$ cat config.mk
export PLATFORM = sky130hd
export DESIGN_NAME = dot_product_top
export DESIGN_NICKNAME = d
export VERILOG_FILES = /design/src/hdl/mac_pkg.sv /design/src/hdl/approx_mult_xsyw.sv /design/src/hdl/dot_product_top.sv /design/src/hdl/mac_cfg_regs.sv /design/src/hdl/mac_datapath.sv
export SDC_FILE = /design/constraint.sdc
export NUM_CORES = 1
export LEC_CHECK = 0
export BUFFER_PORTS_ARGS = -buffer_cell sky130_fd_sc_hd__buf_2
export CORE_MARGIN = 5
export CORE_UTILIZATION = 40
export DETAILED_ROUTE_END_ITERATION = 16
export GPL_TIMING_DRIVEN = 0
export SLEW_MARGIN = 10
export SYNTH_ARGS = -nofsm -noshare
export SYNTH_HDL_FRONTEND = slang
export SYNTH_SLANG_ARGS = --single-unit
$ cat constraint.sdc
create_clock -name clk -period 10.7 [get_ports clk]
set_input_delay 0 -clock clk [delete_from_list [all_inputs] [get_ports clk]]
set_output_delay 0 -clock clk [all_outputs]
set_load 0.03 [all_outputs]
$ cat src/hdl/mac_pkg.sv
`default_nettype none

package mac_pkg;

    // **********************************************************
    // Datapath widths
    // **********************************************************

    localparam int OPERAND_W = 16;
    localparam int PRODUCT_W = 32;
    // 8 guard bits leave room for 255 full-scale products
    localparam int ACC_W     = 40;
    localparam int COUNT_W   = 8;

    typedef logic signed [OPERAND_W-1:0] operand_t;
    typedef logic signed [PRODUCT_W-1:0] product_t;
    typedef logic signed [ACC_W-1:0]     acc_t;
    typedef logic        [COUNT_W-1:0]   count_t;

    // **********************************************************
    // Register map
    // **********************************************************

    localparam int CFG_ADDR_W = 2;
    localparam int CFG_DATA_W = 8;

    // Bit 0 selects the multiplier and 1 means approximate
    localparam logic [CFG_ADDR_W-1:0] ADDR_MODE  = 2'd0;
    // Samples per dot product
    localparam logic [CFG_ADDR_W-1:0] ADDR_COUNT = 2'd1;

    localparam count_t COUNT_RESET = 8'd1;

endpackage

`default_nettype wire

$ cat src/hdl/approx_mult_xsyw.sv
`default_nettype none
`timescale 1ns/1ns

module approx_mult_xsyw (
    input  wire mac_pkg::operand_t x,
    input  wire mac_pkg::operand_t y,
    output mac_pkg::product_t      z
);

    // Row i holds the Baugh-Wooley partial product of x bit i-1
    logic [16:1][15:0] part;
    logic [31:0]       upper_sum;
    logic [20:0]       new_part1;
    logic [20:0]       new_part2;
    logic [20:0]       new_part3;
    logic [20:0]       new_part4;
    logic [20:0]       new_part5;

    // **********************************************************
    // Partial product rows
    // **********************************************************

    always_comb begin
        for (int i = 1; i <= 15; i++) begin
            part[i] = {~(y[15] & x[i-1]), y[14:0] & {15{x[i-1]}}};
        end
        // Sign row has inverted magnitude bits
        part[16] = {y[15] & x[15], ~(y[14:0] & {15{x[15]}})};
    end

    // Exact rows for x bits 6 to 15
    always_comb begin
        // Constant one of the sign row lands on bit 31
        upper_sum = 32'h8000_0000;
        for (int i = 7; i <= 15; i++) begin
            upper_sum = upper_sum + ({16'b0, part[i]} << (i - 1));
        end
        upper_sum = upper_sum + ({16'b0, part[16]} << 15);
    end

    // **********************************************************
    // Correction words replacing rows 1 to 6
    // **********************************************************

    always_comb begin
        new_part1     = '0;
        new_part1[1]  = part[1][1] ^ part[2][0];
        new_part1[3]  = part[1][3] ^ part[2][2];
        new_part1[7]  = part[1][7] ^ part[2][6];
        new_part1[8]  = part[5][3] & part[6][2];
        new_part1[9]  = part[3][6] & part[4][5];
        new_part1[10] = part[5][5] & part[6][4];
        new_part1[11] = part[3][9] ^ part[4][8];
        new_part1[12] = part[1][11] & part[2][10];
        new_part1[13] = part[3][11] ^ part[4][10];
        new_part1[17] = part[2][15];
        new_part1[18] = part[3][15] & part[4][14];
        new_part1[19] = part[5][14] & part[6][13];
        new_part1[20] = part[5][15] & part[6][14];
    end

    always_comb begin
        new_part2     = '0;
        new_part2[9]  = part[3][7] ^ part[4][6];
        new_part2[11] = part[5][6] & part[6][5];
        new_part2[12] = part[1][12] ^ part[2][11];
        new_part2[17] = part[5][12] & part[6][11];
        new_part2[18] = part[3][15] | part[4][14];
        new_part2[19] = part[5][15] ^ part[6][14];
        new_part2[20] = part[6][15];
    end

    // Sparse upper-column terms
    always_comb begin
        new_part3     = '0;
        new_part3[17] = part[5][12] | part[6][11];
        new_part3[18] = part[4][15];

        new_part4     = '0;
        new_part4[17] = part[5][13] ^ part[6][12];
        new_part4[18] = part[5][13] & part[6][12];

        new_part5     = '0;
        new_part5[18] = part[5][14] ^ part[6][13];
    end

    assign z = upper_sum
             + {11'b0, new_part1}
             + {11'b0, new_part2}
             + {11'b0, new_part3}
             + {11'b0, new_part4}
             + {11'b0, new_part5};

endmodule

`default_nettype wire

$ cat src/hdl/dot_product_top.sv
`default_nettype none
`timescale 1ns/1ns

module dot_product_top (
    input  wire                                 clk,
    input  wire                                 rst_n,
    input  wire                                 cfg_we,
    input  wire [mac_pkg::CFG_ADDR_W-1:0]       cfg_addr,
    input  wire [mac_pkg::CFG_DATA_W-1:0]       cfg_wdata,
    output logic [mac_pkg::CFG_DATA_W-1:0]      cfg_rdata,
    input  wire                                 sample_valid,
    input  wire mac_pkg::operand_t              a,
    input  wire mac_pkg::operand_t              b,
    output mac_pkg::acc_t                       result,
    output logic                                result_valid
);

    logic              approx_en;
    mac_pkg::count_t   sample_count;
    mac_pkg::operand_t mult_a;
    mac_pkg::operand_t mult_b;
    mac_pkg::product_t mult_z;

    // Mode and length registers
    mac_cfg_regs i_mac_cfg_regs (
        .clk          (clk),
        .rst_n        (rst_n),
        .cfg_we       (cfg_we),
        .cfg_addr     (cfg_addr),
        .cfg_wdata    (cfg_wdata),
        .cfg_rdata    (cfg_rdata),
        .approx_en    (approx_en),
        .sample_count (sample_count)
    );

    mac_datapath i_mac_datapath (
        .clk          (clk),
        .rst_n        (rst_n),
        .sample_valid (sample_valid),
        .a            (a),
        .b            (b),
        .approx_en    (approx_en),
        .sample_count (sample_count),
        .mult_a       (mult_a),
        .mult_b       (mult_b),
        .mult_z       (mult_z),
        .result       (result),
        .result_valid (result_valid)
    );

    // Zero-latency approximate product read back in stage 2
    approx_mult_xsyw i_approx_mult_xsyw (
        .x (mult_a),
        .y (mult_b),
        .z (mult_z)
    );

endmodule

`default_nettype wire

$ cat src/hdl/mac_cfg_regs.sv
`default_nettype none
`timescale 1ns/1ns

module mac_cfg_regs (
    input  wire                                 clk,
    input  wire                                 rst_n,
    input  wire                                 cfg_we,
    input  wire [mac_pkg::CFG_ADDR_W-1:0]       cfg_addr,
    input  wire [mac_pkg::CFG_DATA_W-1:0]       cfg_wdata,
    output logic [mac_pkg::CFG_DATA_W-1:0]      cfg_rdata,
    output logic                                approx_en,
    output mac_pkg::count_t                     sample_count
);

    // Register writes
    always_ff @(posedge clk or negedge rst_n) begin
        if (!rst_n) begin
            approx_en    <= 1'b0;
            sample_count <= mac_pkg::COUNT_RESET;
        end else if (cfg_we) begin
            case (cfg_addr)
                mac_pkg::ADDR_MODE: begin
                    approx_en <= cfg_wdata[0];
                end
                mac_pkg::ADDR_COUNT: begin
                    sample_count <= mac_pkg::count_t'(cfg_wdata);
                end
                default: begin
                end
            endcase
        end
    end

    // Readback
    always_comb begin
        case (cfg_addr)
            mac_pkg::ADDR_MODE: begin
                cfg_rdata = {{(mac_pkg::CFG_DATA_W-1){1'b0}}, approx_en};
            end
            mac_pkg::ADDR_COUNT: begin
                cfg_rdata = mac_pkg::CFG_DATA_W'(sample_count);
            end
            default: begin
                cfg_rdata = '0;
            end
        endcase
    end

    // A zero length would let the datapath counter run a full 256 samples
    a_count_nonzero: assert property (
        @(posedge clk) disable iff (!rst_n)
        sample_count != '0
    ) else $error("sample_count written as zero");

endmodule

`default_nettype wire

$ cat src/hdl/mac_datapath.sv
`default_nettype none
`timescale 1ns/1ns

module mac_datapath (
    input  wire                         clk,
    input  wire                         rst_n,
    input  wire                         sample_valid,
    input  wire mac_pkg::operand_t      a,
    input  wire mac_pkg::operand_t      b,
    input  wire                         approx_en,
    input  wire mac_pkg::count_t        sample_count,
    output mac_pkg::operand_t           mult_a,
    output mac_pkg::operand_t           mult_b,
    input  wire mac_pkg::product_t      mult_z,
    output mac_pkg::acc_t               result,
    output logic                        result_valid
);

    mac_pkg::count_t   sample_cnt;
    logic              last_sample;
    logic              s1_valid;
    logic              s1_last;
    logic              s1_approx;
    mac_pkg::operand_t s1_a;
    mac_pkg::operand_t s1_b;
    mac_pkg::product_t exact_product;
    logic              s2_valid;
    logic              s2_last;
    mac_pkg::product_t s2_product;
    mac_pkg::acc_t     product_ext;
    mac_pkg::acc_t     acc;
    mac_pkg::acc_t     acc_sum;

    // **********************************************************
    // Stage 1 captures operands and counts the group
    // **********************************************************

    assign last_sample = (sample_cnt == mac_pkg::count_t'(sample_count - 1'b1));

    always_ff @(posedge clk or negedge rst_n) begin
        if (!rst_n) begin
            s1_valid   <= 1'b0;
            s1_last    <= 1'b0;
            s1_approx  <= 1'b0;
            sample_cnt <= '0;
        end else begin
            s1_valid <= sample_valid;
            if (sample_valid) begin
                s1_last    <= last_sample;
                s1_approx  <= approx_en;
                sample_cnt <= last_sample ? '0 : sample_cnt + 1'b1;
            end
        end
    end

    always_ff @(posedge clk) begin
        if (sample_valid) begin
            s1_a <= a;
            s1_b <= b;
        end
    end

    assign mult_a = s1_a;
    assign mult_b = s1_b;

    // **********************************************************
    // Stage 2 selects the product
    // **********************************************************

    assign exact_product = s1_a * s1_b;

    always_ff @(posedge clk or negedge rst_n) begin
        if (!rst_n) begin
            s2_valid <= 1'b0;
            s2_last  <= 1'b0;
        end else begin
            s2_valid <= s1_valid;
            s2_last  <= s1_valid & s1_last;
        end
    end

    always_ff @(posedge clk) begin
        if (s1_valid) begin
            s2_product <= s1_approx ? mult_z : exact_product;
        end
    end

    // **********************************************************
    // Stage 3 accumulates
    // **********************************************************

    assign product_ext = {{(mac_pkg::ACC_W-mac_pkg::PRODUCT_W){s2_product[mac_pkg::PRODUCT_W-1]}},
                          s2_product};
    assign acc_sum     = acc + product_ext;

    always_ff @(posedge clk or negedge rst_n) begin
        if (!rst_n) begin
            acc          <= '0;
            result_valid <= 1'b0;
        end else begin
            result_valid <= s2_valid & s2_last;
            if (s2_valid) begin
                // Next product after a closed group starts from zero
                acc <= s2_last ? '0 : acc_sum;
            end
        end
    end

    always_ff @(posedge clk) begin
        if (s2_valid && s2_last) begin
            result <= acc_sum;
        end
    end

    // Every result closes a group whose last sample came in three cycles back
    a_result_latency: assert property (
        @(posedge clk) disable iff (!rst_n)
        result_valid |-> $past(sample_valid, 3)
    ) else $error("result_valid without a matching sample");

    a_s1_known: assert property (
        @(posedge clk) disable iff (!rst_n)
        s1_valid |-> !$isunknown({s1_a, s1_b, s1_approx, s1_last})
    ) else $error("unknown operands in stage 1");

    a_s2_known: assert property (
        @(posedge clk) disable iff (!rst_n)
        s2_valid |-> !$isunknown({s2_product, s2_last})
    ) else $error("unknown product in stage 2");

endmodule

`default_nettype wire

Word level (Yosys, flattened, before mapping):

Cells that the tools add are included.

* mux-type cells: 4
* multiply operators: 1
* add/subtract/negate cells: 18
* bitwise operators: 70
* eq/ne operators: 2
* reductions and logical operators: 4

Operators by type and width (count)
* $and 15x15->15: 13
* $add 32x19->32: 3
* $add 32x21->32: 2
* $add 40x32->40: 1
* $mux 40: 1
* $add 32x22->32 const A: 1
* $add 32x23->32: 1
* $add 32x24->32: 1
* $add 32x25->32: 1
* $add 32x26->32: 1
* $add 32x27->32: 1
* $add 32x28->32: 1
* $add 32x29->32: 1
* $add 32x30->32: 1
* $add 32x31->32: 1
* $mul 16x16->32: 1
* $mux 32: 1
* $and 1x1->1: 27
* $and 12x12->12: 2
* $pmux 8 s2: 1
* $not 15->15: 1
* $not 1->1: 14
* $and 13x13->13: 1
* $xor 1x1->1: 10
* 9 further kinds: 11

* output and inout port bits: 49
* word-level logic and storage cells: 113
* input port bits: 46
* bits in registers: 167

Logic depth before layout (Yosys ltp):

Gate-level depths: netlist of run 1.

* depth after elaboration: 18
* depth in mapped cells: 25
* gate-level depth less buffers: 24

By module:

From an unflattened synthesis of run 1, not the netlist that was laid out.

* cell total of the unflattened synthesis: 2431
* area total of the unflattened synthesis: 23988.0 um^2

By module, submodules not included
* mac_datapath: cells each 1735, area each 17614.4 um^2, instances 1, seq. area each 4474.3 um^2
* approx_mult_xsyw: cells each 666, area each 5952.0 um^2, instances 1, seq. area each 0.0 um^2
* mac_cfg_regs: cells each 30, area each 421.7 um^2, instances 1, seq. area each 226.5 um^2

Worst setup path before layout of run 1:

OpenSTA, ideal clock, no wires.

* path kind: reg2reg
* from: reg i_mac_datapath.s1_a[15] (netlist: i_mac_datapath.mult_a[15])
* to: reg i_mac_datapath.s2_product[31], data pin
* setup time: 259 ps
* path slack: 4183 ps
* path buffers: 3
* period minus slack after synthesis: 6517 ps
* arrival: 6258 ps
* stages on the path, launching flop included: 22
* data required time: 10441 ps
* path through: edfxtp_1 > clkbuf_1 > clkbuf_1 > nand2_1 > fa_1 > inv_1 > fa_1 > fa_1 > fa_1 > fa_1 > fa_1 > ha_1 > clkbuf_1 > nand4_1 > nor2_1 > nand2_1 > a311oi_1 > o2111ai_1 > a31oi_1 > o21ai_1 > and3_1 > o31a_1

* longest elaborated chain between the ends: 9
* elaborated cells between the ends (all ways): 11
* those cells by class: add/sub (6); mul (1); mux (1); bitwise (3)

RTL lines
* start: declaration: RTL line mac_datapath.sv:24 `mac_pkg::operand_t s1_a;`
* start signal: assignment: RTL line mac_datapath.sv:58 `s1_a <= a;`
* $and 15x15->15: RTL line approx_mult_xsyw.sv:28 `part[16] = {y[15] & x[15], ~(y[14:0] & {15{x[15]}})};`
* $not 15->15: RTL line approx_mult_xsyw.sv:28
* $add 32x31->32: RTL line approx_mult_xsyw.sv:38 `upper_sum = upper_sum + ({16'b0, part[16]} << 15);`
* $add 32x21->32: RTL line approx_mult_xsyw.sv:88 `+ {11'b0, new_part1}`
* $add 32x21->32: RTL line approx_mult_xsyw.sv:89 `+ {11'b0, new_part2}`
* $add 32x19->32: RTL line approx_mult_xsyw.sv:90 `+ {11'b0, new_part3}`
* $add 32x19->32: RTL line approx_mult_xsyw.sv:91 `+ {11'b0, new_part4}`
* $add 32x19->32: RTL line approx_mult_xsyw.sv:92 `+ {11'b0, new_part5};`
* $mux 32 (*): RTL line mac_datapath.sv:84 `s2_product <= s1_approx ? mult_z : exact_product;`
* end signal: assignment: RTL line mac_datapath.sv:84
* end: declaration: RTL line mac_datapath.sv:29 `mac_pkg::product_t s2_product;`

Every way passes the cells marked *; elsewhere a longest branch is shown, timed or not.
A chain may end at the register's enable or synchronous reset.

Final worst setup path of run 1:

Ends and elaborated chain as after synthesis.

==> flow_summary_export.csv, run 1 <==
group,metric,value,unit
cells_and_area,area_growth,11.1,%
worst_setup_path,required,10.89,ns
cells_and_area,final_layout_size_suffix_gt1_share,7.12,%
logic_synthesis,synth-edff-count,104,
placement,hpwl,49.5,mm
logic_synthesis,synthDistinctLibCells,76,
detailed_routing,wl_per_cell,18.6,µm
logic_synthesis,synthArstFlopShare,37.7,%
die,die_h,249,µm
status,status,"completed",
cells_and_area,fin_cells,3186,
clock_tree,cts_setup_buffers,0,
placement,place_congestion,0.904,
clock_tree,cts_root_buffer,"clkbuf_16",
clock_tree,cts_buffers,17,
logic_synthesis,syn_area,0.0228,mm²
run,maxCapViolCount,0,
worst_setup_path,crit_path_start_kind,"flip-flop",
clock_tree,clock_sinks,167,
sta,fin_crit,8.89,ns
sta,max_freq,112,MHz
cells_and_area,diodes,0,
detailed_routing,drc,0,
global_routing,grt_max_degree,59,
logic_synthesis,yosysMostFrequentCell,"inv_1",
logic_synthesis,synth_flop_cell,"edfxtp_1",
clock_tree,cts.path.max_buffers,2,
logic_synthesis,post-synth-top-area-fraction,34.1,%
clock_tree,clkTransAtPathRegs,0.07,ns
sta,hold_violations,0,
sta,period_share,83.1,%
logic_synthesis,syn_nets,2897,
logic_synthesis,ys_warn_count,0,
detailed_routing,dr_total_vias,16403,
logic_synthesis,synthTopCellsByArea,"fa_1 34%, edfxtp_1 14%, ha_1 11%, inv_1 8.3%, dfrtp_1 6.8%",
logic_synthesis,syn_area_per_cell,10.1,µm²
global_routing,grt_usage,19.7,%
worst_setup_path,critPathMaxFanout,10,
die,pin_count,95,
sta,rsz0062_at_grt,"false",
sta,relSlewSlack,11.8,%
die,core_area,0.0564,mm²
die,start_util,40.4,%
placement,place_inst,3110,
sta,tns,0,ns
detailed_routing,ant_nets,0,
logic_synthesis,ys_ff_latch,167,
global_routing,grt_overflow_total,0,
global_routing,antenna_found_initial,3,
global_routing,grt_pass1_vias,17657,
sta,fin_skew,0.0111,ns
detailed_routing,dr.pass1.iters,6,
placement,port_buffers,94,
worst_setup_path,criticalPathCategory,"reg2reg",
clock_tree,cts_tree,"done",
sta,finalSetupViolCount,0,
logic_synthesis,synth_area_leader_cell,"fa_1",
worst_hold_path,hp-class,"in2async",
cells_and_area,fill_cells,5465,
logic_synthesis,netlist_top_cells_count,"506 x inv_1, 388 x fa_1, 223 x nand2_1, 205 x ha_1, 108 x and2_1",
cells_and_area,layout.nets,3056,
clock_tree,htreeDepth,4,
clock_tree,cts_hold_buf,44,
sta,slew_viol_final,0,
sta,tightest_slew,1.29,ns
detailed_routing,routed_wl,59.3,mm
logic_synthesis,ys_seq_area_share,20.6,%
die,die-area,0.0619,mm²
detailed_routing,drtIter0Drc,847,
die,row_count,87,
clock_tree,clk_latency,0.48,ns
detailed_routing,viasPerCell,5.15,
worst_setup_path,arrival,9.09,ns
logic_synthesis,netlist_instances,2258,
global_routing,grt_pass1_wl,96.2,mm
clock_tree,cts_resized,0,
die,dieWidth,249,µm
worst_setup_path,critPathCaptureType,"flip-flop",
stage by stage:
step                util (%)  worst slack [ns]  cell area, µm²  hold WS [ns]
floorplan                  -              4.18           22800        -0.296
global placement        43.0              1.92           24200         0.177
detailed placement      43.1              1.86           24300        -0.169
CTS                     44.9              1.82           25300        0.0380
global route            44.9              1.32           25300        0.0905
finish                  44.9              1.81           25300        0.0516
registers in the layout (all words and copies together), names as in the netlist:
name / flops
i_mac_cfg_regs.approx_en: 1
i_mac_cfg_regs.sample_count: 8
i_mac_datapath.acc: 40
i_mac_datapath.mult_a: 16
i_mac_datapath.mult_b: 16
i_mac_datapath.result: 40
i_mac_datapath.result_valid: 1
i_mac_datapath.s1_approx: 1
i_mac_datapath.s1_last: 1
i_mac_datapath.s1_valid: 1
i_mac_datapath.s2_last: 1
i_mac_datapath.s2_product: 32
i_mac_datapath.s2_valid: 1
i_mac_datapath.sample_cnt: 8
logic make-up after synthesis:
group | share of synthesized area, %
AO/OA/AOI/OAI | 9.64
multiplexers | 0.724
XOR/XNOR | 3.73
buffers and inverters | 9.41
adder cells (fa/ha/maj) | 45.3
AND/OR/NAND/NOR | 10.6
flip-flops | 20.6
critical path, stage by stage, from the launching register on:
cell and delay, ns:
edfxtp_1 0.32, clkbuf_1 0.43, clkbuf_1 0.64, nand2_1 0.33
fa_1 0.61, inv_1 0.08, fa_1 0.81, fa_1 0.54
fa_1 0.60, fa_1 0.44, fa_1 0.45, ha_1 0.28
clkbuf_1 0.28, nand4_1 0.20, nor2_1 0.29, nand2_1 0.16
a311oi_1 0.94, o2111ai_1 0.23, a31oi_1 0.31, o21ai_1 0.12
and3_1 0.20, o31a_1 0.34
area by class of cell:
| cell class | count | area, µm² | share of cell area [%] |
|---|---|---|---|
| plain buffers | 62 | 246 | 0.973 |
| clock buffers | 17 | 425 | 1.68 |
| clock inverters | 15 | 180 | 0.711 |
| inverters | 506 | 1900 | 7.50 |
| multi-input cells | 1523 | 16000 | 63.0 |
| flip-flops and latches | 167 | 4700 | 18.6 |
| well taps | 756 | 946 | 3.74 |
| repair buffers | 140 | 961 | 3.79 |
placed cells by master (no fill, tap or decap), types with 17 or more instances in the layout:
master,Yosys,layout
o21ai_0,62,62
dfrtp_1,62,61
and2_1,108,108
edfxtp_1,104,104
buf_2,1,94
clkbuf_1,57,57
nor2_1,66,65
clkbuf_16,0,17
ha_1,205,205
a22o_1,36,36
nand2_1,223,223
a21o_1,29,29
xor2_1,37,37
dlygate4sd3_1,0,44
fa_1,388,388
inv_1,506,506
xnor2_1,60,60
nor3_1,19,19
a211oi_1,17,17
a21oi_1,67,67
path summary, 6_finish.rpt:
| check | start | endpoint | slack [ns] | depth (start not counted) |
|---|---|---|---|---|
| worst max-delay path | i_mac_datapath.mult_a[15] | i_mac_datapath.s2_product[31] | 1.81 | 21 |
| worst min-delay path | rst_n | i_mac_datapath.acc[32] | 0.05 | 3 |
| worst max register to register | i_mac_datapath.mult_a[15] | i_mac_datapath.s2_product[31] | 1.81 | 21 |
| worst min register to register | i_mac_datapath.acc[10] | i_mac_datapath.acc[10] | 0.52 | 1 |
| max in group asynchronous | rst_n | i_mac_datapath.acc[35] | 10.01 | 3 |
| min in group clk | sample_valid | i_mac_datapath.s1_valid | 0.16 | 1 |
metal layers:
metal	vias to the layer above	track usage (%)	wire length, µm
li1	7479	-	-
met1	8367	26.1	24900
met2	464	32.7	29000
met3	93	4.61	4020
met4	0	5.34	1390
met5	-	0	0
Power of run 1 is not shown: default switching activity piles up to over one toggle a cycle in this logic, so the estimate is an artifact.
==> inputs of run 2 (changes only) <==
- ABC_AREA: not set -> 1
- clock period: 10.7 -> 7.65 ns (I/O delays scaled with it)
==> run 2 against run 1 <==
Compared with the run above:
- via count rose by 21%
- clock-buffer cell count did not move
- sequential cell count did not move
- final cell count rose by 32%
- routed wire length rose by 18%
- worst hold slack improved by 0.013 ns
- first-iteration DRC count rose by 25%
- synthesized cell count rose by 41%
==> flow_summary_export.csv, run 2 <==
group,metric,value,unit
die,die_h,261,µm
sta,rsz0062_at_grt,"false",
detailed_routing,wl_per_cell,16.6,µm
worst_setup_path,crit_start,"i_mac_datapath.mult_b[3]",
global_routing,grt_usage,21.7,%
clock_tree,cts_buffers,17,
logic_synthesis,ys_seq_area_share,18.6,%
cells_and_area,final_layout_size_suffix_gt1_share,5.55,%
logic_synthesis,ys_ff_latch,167,
worst_setup_path,arrival,7.35,ns
die,dieWidth,261,µm
global_routing,grt_max_degree,59,
detailed_routing,dr_total_vias,19858,
logic_synthesis,synth_area_leader_cell,"fa_1",
sta,fin_crit,7.13,ns
cells_and_area,fill_cells,6483,
worst_setup_path,criticalPathCategory,"reg2reg",
worst_setup_path,critPathCaptureType,"flip-flop",
logic_synthesis,post-synth-top-area-fraction,30.7,%
clock_tree,htreeDepth,4,
global_routing,grt_pass1_wl,114,mm
placement,place_congestion,0.944,
placement,pre_cts_slack,0.574,ns
sta,finalSetupViolCount,0,
sta,slew_viol_final,0,
cells_and_area,mostFrequentLayoutCell,"nand2_1",
sta,period_share,93.2,%
detailed_routing,drc,0,
worst_setup_path,cp_slowest_stage_delay,0.64,ns
clock_tree,cts_root_buffer,"clkbuf_16",
worst_hold_path,hold_start,"cfg_addr[1]",
placement,placed_area,0.0269,mm²
status,status,"completed",
sta,max_freq,140,MHz
placement,hpwl,60.2,mm
logic_synthesis,syn_area_per_cell,7.92,µm²
logic_synthesis,synthDistinctLibCells,45,
run,maxCapViolCount,0,
logic_synthesis,synth_flop_cell,"edfxtp_1",
placement,port_buffers,94,
sta,tightest_slew,1.00,ns
sta,hold_violations,0,
worst_setup_path,critical_path.slowest_cell,"clkbuf_1",
logic_synthesis,netlist_instances,3191,
clock_tree,clkTransAtPathRegs,0.07,ns
detailed_routing,viasPerCell,4.71,
sta,fin_skew,0.0136,ns
detailed_routing,drtIter0Drc,1059,
clock_tree,clk_latency,0.48,ns
logic_synthesis,synthArstFlopShare,37.7,%
clock_tree,cts_tree,"done",
cells_and_area,most-common-layout-cells,"863 x nand2_1, 836 x inv_1, 388 x fa_1",
sta,relSlewSlack,33.1,%
logic_synthesis,syn_nets,3830,
die,die-area,0.0683,mm²
logic_synthesis,yosysMostFrequentCell,"nand2_1",
sta,finalWorstSetupSlack,0.524,ns
worst_setup_path,required,7.87,ns
worst_setup_path,critPathMaxFanout,10,
logic_synthesis,synthTopCellsByArea,"fa_1 31%, nand2_1 13%, inv_1 12%, edfxtp_1 12%, ha_1 10%",
die,start_util,40.2,%
clock_tree,clock_sinks,167,
cells_and_area,diodes,0,
cells_and_area,top_regs,"i_mac_datapath.acc: 40 flops, i_mac_datapath.result: 40 flops, i_mac_datapath.s2_product: 32 flops",
die,core_area,0.0629,mm²
worst_setup_path,crit_path_start_kind,"flip-flop",
detailed_routing,routed_wl,70.1,mm
detailed_routing,dr.pass1.iters,5,
global_routing,grt_pass1_vias,21462,
worst_hold_path,hp-class,"in2reg",
worst_setup_path,cp_common_cell,"inv_1",
logic_synthesis,ys_warn_count,0,
cells_and_area,area_growth,10.5,%
clock_tree,cts.path.max_buffers,2,
logic_synthesis,netlist_top_cells_count,"863 x nand2_1, 837 x inv_1, 388 x fa_1, 205 x ha_1, 156 x nor2_1",
detailed_routing,ant_nets,0,
cells_and_area,layout.nets,3994,
global_routing,antenna_found_initial,0,
clock_tree,cts_setup_buffers,0,
die,row_count,92,
global_routing,grt_overflow_total,0,
sta,tns,0,ns
logic_synthesis,syn_area,0.0253,mm²
cells_and_area,finalInstanceArea,0.0279,mm²
die,pin_count,95,
worst_setup_path,r2r-start,"i_mac_datapath.mult_b[3]",
logic_synthesis,synth-edff-count,104,
clock_tree,cts_resized,0,
-- run 2: kinds of logic after synthesis --
group / synth area share, %
buf+inv: 13.7
simple gates: 21.1
flops: 18.6
compound gates: 3.83
xor+xnor: 1.86
fa+ha+maj: 40.9
-- run 2: layout make-up --
type / instances / area (µm²) / share of cell area [%]
Clock buffer: 17 / 425 / 1.52
Tap cell: 846 / 1060 / 3.79
Inverter: 846 / 3180 / 11.4
Timing Repair Buffer: 145 / 1010 / 3.62
Multi-Input combinational cell: 2101 / 17100 / 61.3
Clock inverter: 15 / 146 / 0.524
Sequential cell: 167 / 4700 / 16.8
Buffer: 77 / 290 / 1.04
-- run 2: final timing paths --
| check | endpoint | slack (ns) | depth (start not counted) |
|---|---|---|---|
| max | i_mac_datapath.s2_product[31] | 0.52 | 25 |
| min | i_mac_cfg_regs.sample_count[4] | 0.06 | 5 |
| max reg2reg | i_mac_datapath.s2_product[31] | 0.52 | 25 |
| min reg2reg | i_mac_datapath.s2_last | 0.48 | 2 |
| max in group asynchronous | i_mac_cfg_regs.sample_count[4] | 6.95 | 3 |
| min in group asynchronous | i_mac_cfg_regs.sample_count[5] | 0.07 | 3 |
-- run 2: through the flow --
stage / hold slack [ns] / utilization, % / instances
after floorplan: -0.296 / - / 3191
after global placement: 0.176 / 42.7 / 4131
after detailed placement: -0.173 / 42.7 / 4133
after CTS: 0.0268 / 44.4 / 4214
after global routing: 0.0868 / 44.4 / 4214
final: 0.0648 / 44.4 / 4214
-- run 2: what timing repair did --
item | 4_1_cts | 5_1_grt
hold endpoints to repair | 104 | 0
hold buffers | 49 | 0
setup endpoints to repair | 0 | 0
-- run 2: routing by layer --
layer | GRT usage, % | up-vias | routed length, µm
li1 | - | 9783 | -
met1 | 27.9 | 9495 | 30600
met2 | 36.9 | 473 | 33300
met3 | 4.00 | 107 | 3660
met4 | 7.47 | 0 | 2550
met5 | 0 | - | 0
-- run 2: critical path: cells and delay by family (launching register included) --
kind	cells	cell delay, ns
buffers and inverters	9	1.63
flip-flops	1	0.32
AO/OA/AOI/OAI	2	0.45
AND/OR/NAND/NOR	7	0.93
adder cells (fa/ha/maj)	7	3.51
Power of run 2 is left out for the same reason.
